<file path="src/display_pkg.sv">
// --------------------------------------------------
// screen geometry and timing for 640x480 at 60 Hz
// import into any block that counts or reads pixels
// --------------------------------------------------

package display_pkg;

    localparam int CORDW = 10;                  // coordinate width in bits

    typedef logic [CORDW-1:0] coord_t;          // one screen coordinate

    // active area
    localparam int H_RES = 640;                 // visible pixels per line
    localparam int V_RES = 480;                 // visible lines per frame

    // horizontal timing in pixels
    localparam int H_FP   = 16;                 // front porch
    localparam int H_SYNC = 96;                 // sync pulse width
    localparam int H_BP   = 48;                 // back porch

    // vertical timing in lines
    localparam int V_FP   = 10;                 // front porch
    localparam int V_SYNC = 2;                  // sync pulse width
    localparam int V_BP   = 33;                 // back porch

    localparam int H_TOTAL = H_RES + H_FP + H_SYNC + H_BP;  // 800
    localparam int V_TOTAL = V_RES + V_FP + V_SYNC + V_BP;  // 525

    // sync windows, both ends inclusive
    localparam int HS_START = H_RES + H_FP;                 // 656
    localparam int HS_END   = HS_START + H_SYNC - 1;        // 751
    localparam int VS_START = V_RES + V_FP;                 // 490
    localparam int VS_END   = VS_START + V_SYNC - 1;        // 491

    // beam state handed from the timing generator to every consumer
    typedef struct packed {
        coord_t sx;                             // pixel within line
        coord_t sy;                             // line within frame
        logic   hsync;                          // line level, active low
        logic   vsync;                          // line level, active low
        logic   de;                             // inside the active area
        logic   frame;                          // start of vertical blanking
    } timing_t;

endpackage

</file>
<file path="src/paint_pkg.sv">
// --------------------------------------------------
// colour type, palette and per-pixel object hits
// used by the square engines and the pixel painter
// --------------------------------------------------

package paint_pkg;

    // 4 bits per channel, as on a resistor DAC
    typedef struct packed {
        logic [3:0] r;                          // red
        logic [3:0] g;                          // green
        logic [3:0] b;                          // blue
    } rgb_t;

    // palette
    localparam rgb_t COLOUR_A     = '{r: 4'hF, g: 4'hF, b: 4'hF};  // white square
    localparam rgb_t COLOUR_B     = '{r: 4'hF, g: 4'h8, b: 4'h0};  // orange square
    localparam rgb_t COLOUR_BG    = '{r: 4'h1, g: 4'h3, b: 4'h7};  // blue background
    localparam rgb_t COLOUR_BLANK = '{r: 4'h0, g: 4'h0, b: 4'h0};  // blanking black

    // one flag per object on screen
    typedef struct packed {
        logic hit_a;                            // pixel inside square a
        logic hit_b;                            // pixel inside square b
    } hits_t;

endpackage

</file>
<file path="src/display_timing.sv">
// --------------------------------------------------
// pixel and line counters for 640x480 at 60 Hz
// drives coordinates, syncs, data enable, frame pulse
// --------------------------------------------------

module display_timing
    import display_pkg::*;
(
    input  logic    clk_pix,                    // pixel clock
    input  logic    rst,                        // sync reset, active high
    output timing_t tim                         // beam state for this pixel
);

    coord_t sx;                                 // current pixel
    coord_t sy;                                 // current line
    coord_t sx_next;                            // pixel on the next cycle
    coord_t sy_next;                            // line on the next cycle
    logic   hsync;
    logic   vsync;
    logic   de;

    // next beam position, wraps at end of line and end of frame
    always_comb begin
        if (int'(sx) == H_TOTAL - 1) begin
            sx_next = '0;                       // back to start of line
            if (int'(sy) == V_TOTAL - 1) begin
                sy_next = '0;                   // back to top of frame
            end else begin
                sy_next = sy + 1'b1;            // next line
            end
        end else begin
            sx_next = sx + 1'b1;
            sy_next = sy;
        end
    end

    // syncs and de come from the next position so they line up with sx, sy
    always_ff @(posedge clk_pix) begin
        if (rst) begin
            sx    <= '0;
            sy    <= '0;
            hsync <= 1'b1;                      // inactive
            vsync <= 1'b1;                      // inactive
            de    <= 1'b1;                      // (0,0) is visible
        end else begin
            sx    <= sx_next;
            sy    <= sy_next;
            hsync <= !(int'(sx_next) >= HS_START && int'(sx_next) <= HS_END);
            vsync <= !(int'(sy_next) >= VS_START && int'(sy_next) <= VS_END);
            de    <= (int'(sx_next) < H_RES) && (int'(sy_next) < V_RES);
        end
    end

    always_comb begin
        tim.sx    = sx;
        tim.sy    = sy;
        tim.hsync = hsync;
        tim.vsync = vsync;
        tim.de    = de;
        tim.frame = (int'(sy) == V_RES) && (sx == '0);  // first blanking line
    end

endmodule

</file>
<file path="src/bounce_square.sv">
// --------------------------------------------------
// one bouncing square, moved once per frame
// reports whether the current pixel lies inside it
// --------------------------------------------------

module bounce_square
    import display_pkg::*;
#(
    parameter int SIZE  = 64,                   // side length in pixels
    parameter int SPEED = 1,                    // pixels per frame
    parameter int X0    = 0,                    // start column
    parameter int Y0    = 0                     // start line
) (
    input  logic    clk_pix,                    // pixel clock
    input  logic    rst,                        // sync reset, active high
    input  timing_t tim,                        // beam state
    output logic    hit                         // pixel inside square
);

    // position and heading along one axis
    typedef struct packed {
        coord_t pos;                            // top or left edge
        logic   back;                           // 0 is right/down
    } axis_t;

    axis_t ax;                                  // horizontal axis
    axis_t ay;                                  // vertical axis

    // one frame step along an axis of length res
    function automatic axis_t axis_step(axis_t cur, int res);
        axis_t nxt;
        nxt = cur;
        if (!cur.back) begin                    // moving right or down
            if (int'(cur.pos) + SIZE + SPEED >= res - 1) begin
                nxt.pos  = coord_t'(res - SIZE - 1);  // clamp at far edge
                nxt.back = 1'b1;                // turn around
            end else begin
                nxt.pos = cur.pos + coord_t'(SPEED);
            end
        end else begin                          // moving left or up
            if (int'(cur.pos) < SPEED) begin
                nxt.pos  = '0;                  // clamp at near edge
                nxt.back = 1'b0;
            end else begin
                nxt.pos = cur.pos - coord_t'(SPEED);
            end
        end
        return nxt;
    endfunction

    always_ff @(posedge clk_pix) begin
        if (rst) begin
            ax <= '{pos: coord_t'(X0), back: 1'b0};
            ay <= '{pos: coord_t'(Y0), back: 1'b0};
        end else if (tim.frame) begin           // once per frame, in blanking
            ax <= axis_step(ax, H_RES);
            ay <= axis_step(ay, V_RES);
        end
    end

    // inside test, left and top edges inclusive
    always_comb begin
        hit = (int'(tim.sx) >= int'(ax.pos))
            && (int'(tim.sx) < int'(ax.pos) + SIZE)
            && (int'(tim.sy) >= int'(ay.pos))
            && (int'(tim.sy) < int'(ay.pos) + SIZE);
    end

endmodule

</file>
<file path="src/pixel_painter.sv">
// --------------------------------------------------
// picks the colour for each pixel by object priority
// and registers it with the syncs for the VGA port
// --------------------------------------------------

module pixel_painter
    import display_pkg::*, paint_pkg::*;
(
    input  logic    clk_pix,                    // pixel clock
    input  logic    rst,                        // sync reset, active high
    input  timing_t tim,                        // beam state
    input  hits_t   hits,                       // object flags for this pixel
    output logic    vga_hsync,                  // registered hsync
    output logic    vga_vsync,                  // registered vsync
    output rgb_t    vga_rgb                     // registered colour
);

    rgb_t paint;                                // colour before blanking
    rgb_t colour;                               // colour after blanking

    // square a sits in front of square b
    always_comb begin
        if (hits.hit_a) begin
            paint = COLOUR_A;
        end else if (hits.hit_b) begin
            paint = COLOUR_B;
        end else begin
            paint = COLOUR_BG;
        end
    end

    always_comb begin
        colour = tim.de ? paint : COLOUR_BLANK; // black outside active area
    end

    // colour and syncs share one stage, so they stay aligned
    always_ff @(posedge clk_pix) begin
        if (rst) begin
            vga_hsync <= 1'b1;
            vga_vsync <= 1'b1;
            vga_rgb   <= COLOUR_BLANK;
        end else begin
            vga_hsync <= tim.hsync;
            vga_vsync <= tim.vsync;
            vga_rgb   <= colour;
        end
    end

endmodule

</file>
<file path="src/bounce_top.sv">
// --------------------------------------------------
// two bouncing squares on a 640x480 VGA screen
// timing generator, two square engines and painter
// --------------------------------------------------

module bounce_top
    import display_pkg::*, paint_pkg::*;
(
    input  logic clk_pix,                       // 25.175 MHz pixel clock
    input  logic rst,                           // sync reset, active high
    output logic vga_hsync,                     // VGA horizontal sync
    output logic vga_vsync,                     // VGA vertical sync
    output rgb_t vga_rgb                        // VGA colour
);

    timing_t tim;                               // beam state, shared
    hits_t   hits;                              // one flag per square

    display_timing display_inst (
        .clk_pix (clk_pix),
        .rst     (rst),
        .tim     (tim)
    );

    // big slow square, front
    bounce_square #(.SIZE(200), .SPEED(2), .X0(0), .Y0(0)) square_a (
        .clk_pix (clk_pix),
        .rst     (rst),
        .tim     (tim),
        .hit     (hits.hit_a)
    );

    // small fast square, behind
    bounce_square #(.SIZE(64), .SPEED(5), .X0(400), .Y0(300)) square_b (
        .clk_pix (clk_pix),
        .rst     (rst),
        .tim     (tim),
        .hit     (hits.hit_b)
    );

    pixel_painter painter_inst (
        .clk_pix   (clk_pix),
        .rst       (rst),
        .tim       (tim),
        .hits      (hits),
        .vga_hsync (vga_hsync),
        .vga_vsync (vga_vsync),
        .vga_rgb   (vga_rgb)
    );

endmodule

</file>
<file path="config.mk">
export PLATFORM = sky130hd
export DESIGN_NAME = bounce_top
export DESIGN_NICKNAME = d
export VERILOG_FILES = /design/src/display_pkg.sv /design/src/paint_pkg.sv /design/src/display_timing.sv /design/src/bounce_square.sv /design/src/pixel_painter.sv /design/src/bounce_top.sv
export SDC_FILE = /design/constraint.sdc
export NUM_CORES = 1
export LEC_CHECK = 0
export ABC_AREA = 1
export BUFFER_PORTS_ARGS = -buffer_cell sky130_fd_sc_hd__buf_2
export CORE_ASPECT_RATIO = 0.5
export CORE_UTILIZATION = 55
export CTS_BUF_LIST = sky130_fd_sc_hd__clkbuf_4 sky130_fd_sc_hd__clkbuf_8
export CTS_CLUSTER_DIAMETER = 100
export DETAILED_ROUTE_END_ITERATION = 8
export PLACE_DENSITY = 0.71
export SYNTH_ARGS = -nofsm -noshare
export SYNTH_HDL_FRONTEND = slang
export SYNTH_SLANG_ARGS = --single-unit
</file>
<file path="constraint.sdc">
create_clock -name clk_pix -period 2.3 [get_ports clk_pix]
set_input_delay 0.23 -clock clk_pix [delete_from_list [all_inputs] [get_ports clk_pix]]
set_output_delay 0.23 -clock clk_pix [all_outputs]
set_load 0.05 [all_outputs]
</file>
Word-level counts from Yosys, hierarchy flattened

Cells that the tools add are included.

Output and inout bits: 14
Word-level logic and storage cells: 101
Register bits: 81
Input bits: 2

Bitwise operators: 1
$lt $le $gt $ge: 22
Mux-type cells: 25
Add/subtract/negate cells: 18
Equality and inequality tests: 3
Reduce and logical (&&, ||, !) cells: 14

Operators by type and width:

| cell                    | number |
|---|---|
| $lt A11 B32 Y1          | 4 |
| $mux W10                | 11 |
| $add A32 B3 Y32 const B | 2 |
| $add A32 B4 Y32 const B | 2 |
| $ge A32 B10 Y1 const B  | 2 |
| $ge A32 B11 Y1 const B  | 2 |
| $mux W11                | 4 |
| $ge A10 B10 Y1          | 4 |
| $mux W12                | 2 |
| $add A10 B7 Y11 const B | 2 |
| $add A10 B8 Y11 const B | 2 |
| $add A10 B1 Y10 const B | 2 |
| $add A10 B2 Y10 const B | 2 |
| $add A10 B3 Y10 const B | 2 |
| $eq A10 B10 Y1 const B  | 2 |
| $lt A10 B2 Y1 const B   | 2 |
| $lt A10 B3 Y1 const B   | 2 |
| $sub A10 B2 Y10 const B | 2 |
| $sub A10 B3 Y10 const B | 2 |
| $eq A10 B9 Y1 const B   | 1 |
| $ge A10 B10 Y1 const B  | 1 |
| $ge A10 B9 Y1 const B   | 1 |
| $le A10 B10 Y1 const B  | 1 |
| $le A10 B9 Y1 const B   | 1 |
| 8 further kinds         | 25 |

Longest topological paths before layout

Depth in word-level cells: 7
Gate-level depth with buffers: 17

Hierarchy

A second synthesis with hierarchy kept.

Cell total of the unflattened synthesis: 1166
Area, all modules: 7569.8 um^2

By module, submodules not included:

| module                   | cells an instance | area an instance (um^2) | instances |
|---|---|---|---|
| bounce_square (square_a) | 465               | 3032.9                  | 1 |
| bounce_square (square_b) | 454               | 2850.2                  | 1 |
| display_timing           | 221               | 1451.4                  | 1 |
| pixel_painter            | 26                | 235.2                   | 1 |

Least setup slack after synthesis

Ideal clock, no wire load.

Path kind: reg2reg
Start point: reg square_a.ax[4] (netlist bit)
End point: reg painter_inst.vga_rgb[10] (netlist name)
Stages on the path, launching flop included: 13
Arrival time: 1.846 ns
Setup slack: 0.339 ns
Required time: 2.184 ns
Period minus slack after synthesis: 1.961 ns
Cell sequence: dfxtp_1 buf_2 inv_2 ha_1 inv_1 ha_1 a21oi_1 o31ai_1 a21oi_1 nor3_1 nor2_1 nand4_1 nand2_1

Cells in the longest elaborated chain, start to end: 6
Elaborated cells between the ends (all ways): 7
Classes of those cells: add/sub (1); order compare (2); mux (1); reduce/logical (3)

Ends and longest elaborated chain:

| what                   | line                | RTL |
|---|---|---|
| from (decl)            | bounce_square.sv:26 | `axis_t ax;` |
| from (signal assigned) | bounce_square.sv:53 | `ax <= '{pos: coord_t'(X0), back: 1'b0};` |
| from (signal assigned) | bounce_square.sv:56 | `ax <= axis_step(ax, H_RES);` |
| $add A10 B8 Y11        | bounce_square.sv:64 | `&& (int'(tim.sx) < int'(ax.pos) + SIZE)` |
| $lt A11 B32 Y1         | bounce_square.sv:64 |  |
| $logic_and A1 B1 Y1 *  | bounce_square.sv:64 |  |
| $logic_and A1 B1 Y1 *  | bounce_square.sv:65 | `&& (int'(tim.sy) >= int'(ay.pos))` |
| $logic_and A1 B1 Y1 *  | bounce_square.sv:66 | `&& (int'(tim.sy) < int'(ay.pos) + SIZE);` |
| $mux W12 *             | pixel_painter.sv:23 | `if (hits.hit_a) begin` |

Mark *: on every way between the ends. The rest lies on a longest branch, timed or not.
A chain may end at the register's enable or synchronous reset.

Final worst setup path

Start point: reg square_a.ax[4] (netlist bit)
End point: reg painter_inst.vga_rgb[5] (netlist name)

Cells in the longest elaborated chain, start to end: 6
Elaborated cells between the ends (all ways): 7
Classes of those cells: add/sub (1); order compare (2); mux (1); reduce/logical (3)

Ends and longest elaborated chain:

| what                  | line |
|---|---|
| $add A10 B8 Y11       | bounce_square.sv:64 |
| $lt A11 B32 Y1        | bounce_square.sv:64 |
| $logic_and A1 B1 Y1 * | bounce_square.sv:64 |
| $logic_and A1 B1 Y1 * | bounce_square.sv:65 |
| $logic_and A1 B1 Y1 * | bounce_square.sv:66 |
| $mux W12 *            | pixel_painter.sv:23 |

Marked as above.

==> qor.csv <==
metric,value,unit
io_buffers,15,
crit_fanout,8,
grt_pass1_vias,6961,
setup-violations-final,0,
critPathKind,register to register,
drv_slew,0,
die_w,166,µm
final_common_cell,nand2_1,
violations,DRC,
synth_edf_count,0,
post-route-period-util,94.6,%
route.detailed.drc,4,
drtIter0Drc,702,
synthCells,1122,
post_dp_cell_area,7760,µm²
synth_seq_cells,73,
dp_hpwl,15.9,mm
met3_usage,5.83,%
cts_sinks,73,
cts_root_buffer,clkbuf_8,
ios,16,
vias,7531,
drv_cap,0,
hold_viol,0,
ir_drop,0.201,mV
fin_area,7960,µm²
hp-start,rst,
post-route-util,61.8,%
diodes,0,
post-route-min-period,2.18,ns
outcome,"complete, but fails checks",
fillers,1235,
fin_skew,0.0143,ns
nets,1239,
slew_headroom,55.9,%
clk_latency,0.36,ns
synth_warnings,0,
min_path_type,primary input to register,
power,2.44,mW
h-tree-depth,3,
most-common-layout-cells,"nand2_1 (220), inv_1 (123), nor2_1 (114)",
finalSetupTns,0,ns
required,2.60,ns
synth_area,7390,µm²
grt_max_degree,37,
path_clk_slew,0.08,ns
viasPerCell,5.69,
grt_pass1_wl,33.8,mm
syn_nets,1211,
antenna_found_initial,0,
ant_nets,0,
syn_to_final_growth,7.68,%
arrival,2.47,ns
max_slew.worst_pin.slew,0.661,ns
start_util,57.4,%
die-area,13900,µm²
synth.avg_cell_area,6.59,µm²
crit_path_top_delay_cell,dfxtp_2,
cts_buffer_depth,2,
post_cts_buffers,0,
post_drt_wl_per_cell,15.5,µm
hold-worst-slack,0.354,ns
ys_seq_area_share,19.8,%
leakagePower,3.87,nW
wl,20.6,mm
cpPeakStageDelay,0.36,ns
grt_setup_unrepaired,true,
grt.busiest_layer,met2,
clock.fmax,460,MHz
path_cells,"buf_6, inv_2, ha_1, inv_1, ha_1, a21oi_1, o31ai_1, a21oi_1, nor3_2, nor2_2, nand4_1, nand2_1",
end_kind,register,
worst_setup_path_start_kind,register,
ys_async_sr_fraction,0,%
grtUsageMet1,40.4,%
overflow,0,
globalplace.congestion,0.938,
rows,29,
dieHeight,84.0,µm
power_density,306,nW/µm²
grt_util_met2,49.5,%
drive_above_1_share,13.4,%
synthDistinctLibCells,53,
cts_tree,yes,
crit-reg2reg-launch,square_a.ax[4],
numCtsBuffers,9,
worstSetupStartpoint,square_a.ax[4],
synthFlopType,dfxtp_1,
firstDrtPassIters,8,
grt_usage,30.2,%
coreArea,12900,µm²
==> worst max-delay path: cells and delay by family (launching register included) <==
kind                     cells  cell delay [ns]
AO/OA/AOI/OAI                3             0.39
buffers and inverters        3             0.27
AND/OR/NAND/NOR              4             0.52
flip-flops                   1             0.36
adder cells (fa/ha/maj)      2             0.59
==> path summary, 6_finish.rpt <==
path	to	slack, ns	depth (start not counted)
hold reg to reg	painter_inst.vga_hsync	0.42	1
hold / removal	display_inst.sy[8]	0.35	3
setup reg to reg	painter_inst.vga_rgb[5]	0.12	12
setup / recovery	painter_inst.vga_rgb[5]	0.12	12
==> stage by stage <==
stage | std cells | setup slack (ns)
floorplan | 1122 | 0.339
global placement | 1309 | 0.104
detailed placement | 1309 | 0.00218
CTS | 1323 | 0.0563
global route | 1323 | -0.0166
finish | 1323 | 0.125
==> state kept, by name (all words and copies together) (netlist names) <==
register                count
display_inst.vsync          1
display_inst.sx            10
display_inst.sy            10
square_b.ax                11
display_inst.de             1
square_b.ay                11
square_a.ax                11
painter_inst.vga_vsync      1
display_inst.hsync          1
square_a.ay                11
painter_inst.vga_hsync      1
painter_inst.vga_rgb        4
==> report_power, final <==
part	total (mW)	switching [mW]	internal, mW
registers	1.29	0.0138	1.27
clock network	0.969	0.517	0.452
logic	0.183	0.137	0.0461
total	2.44	0.668	1.77
==> final cells by class <==
class	instances	area (µm²)	share of cell area, %
flip-flops and latches	73	1470	18.5
repair buffers	50	367	4.60
clock buffers	12	159	2.00
multi-input cells	872	5190	65.2
clock inverters	2	15.0	0.189
inverters	144	543	6.82
well taps	170	213	2.67
==> synth_stat cells, drive strengths merged (5+ instances only) <==
library cell | n | area share (%)
buf | 27 | 2.6
nand2 | 240 | 13
o31ai | 5 | 0.51
nand3b | 5 | 0.68
or2 | 5 | 0.46
clkbuf | 6 | 0.30
xnor2 | 5 | 0.59
xor2 | 40 | 5.0
a21oi | 80 | 5.8
nor3 | 31 | 2.4
dfxtp | 73 | 20
ha | 87 | 15
nand4 | 36 | 3.1
nor4 | 5 | 0.63
a31oi | 8 | 0.68
o21bai | 6 | 0.61
inv | 141 | 7.2
o21ai | 76 | 5.3
nand3 | 88 | 6.3
o21a | 10 | 1.0
nor2 | 126 | 7.1
==> repair_timing <==
action                     4_1_cts  5_1_grt
hold buffers                     0        0
setup endpoints to repair        1       17
resized for setup                1       14
cloned                           0        0
pin swaps                        0        3
hold endpoints to repair         0        0
==> cell families after synthesis <==
logic type	after synthesis	synth area share, %
and+or+nand+nor	543	34.4
AOI/OAI and AO/OA	197	15.2
buffers and inverters	177	10.2
adders and majority gates	87	14.7
DFF	73	19.8
xor gates and xnor gates	45	5.64
==> layer usage <==
metal	share of wire, %	vias to the layer above
li1	-	3794
met1	48	3453
met2	43	259
met3	8.0	25
met4	1.3	0
met5	0	-
Power figures use the tool's default switching activity.
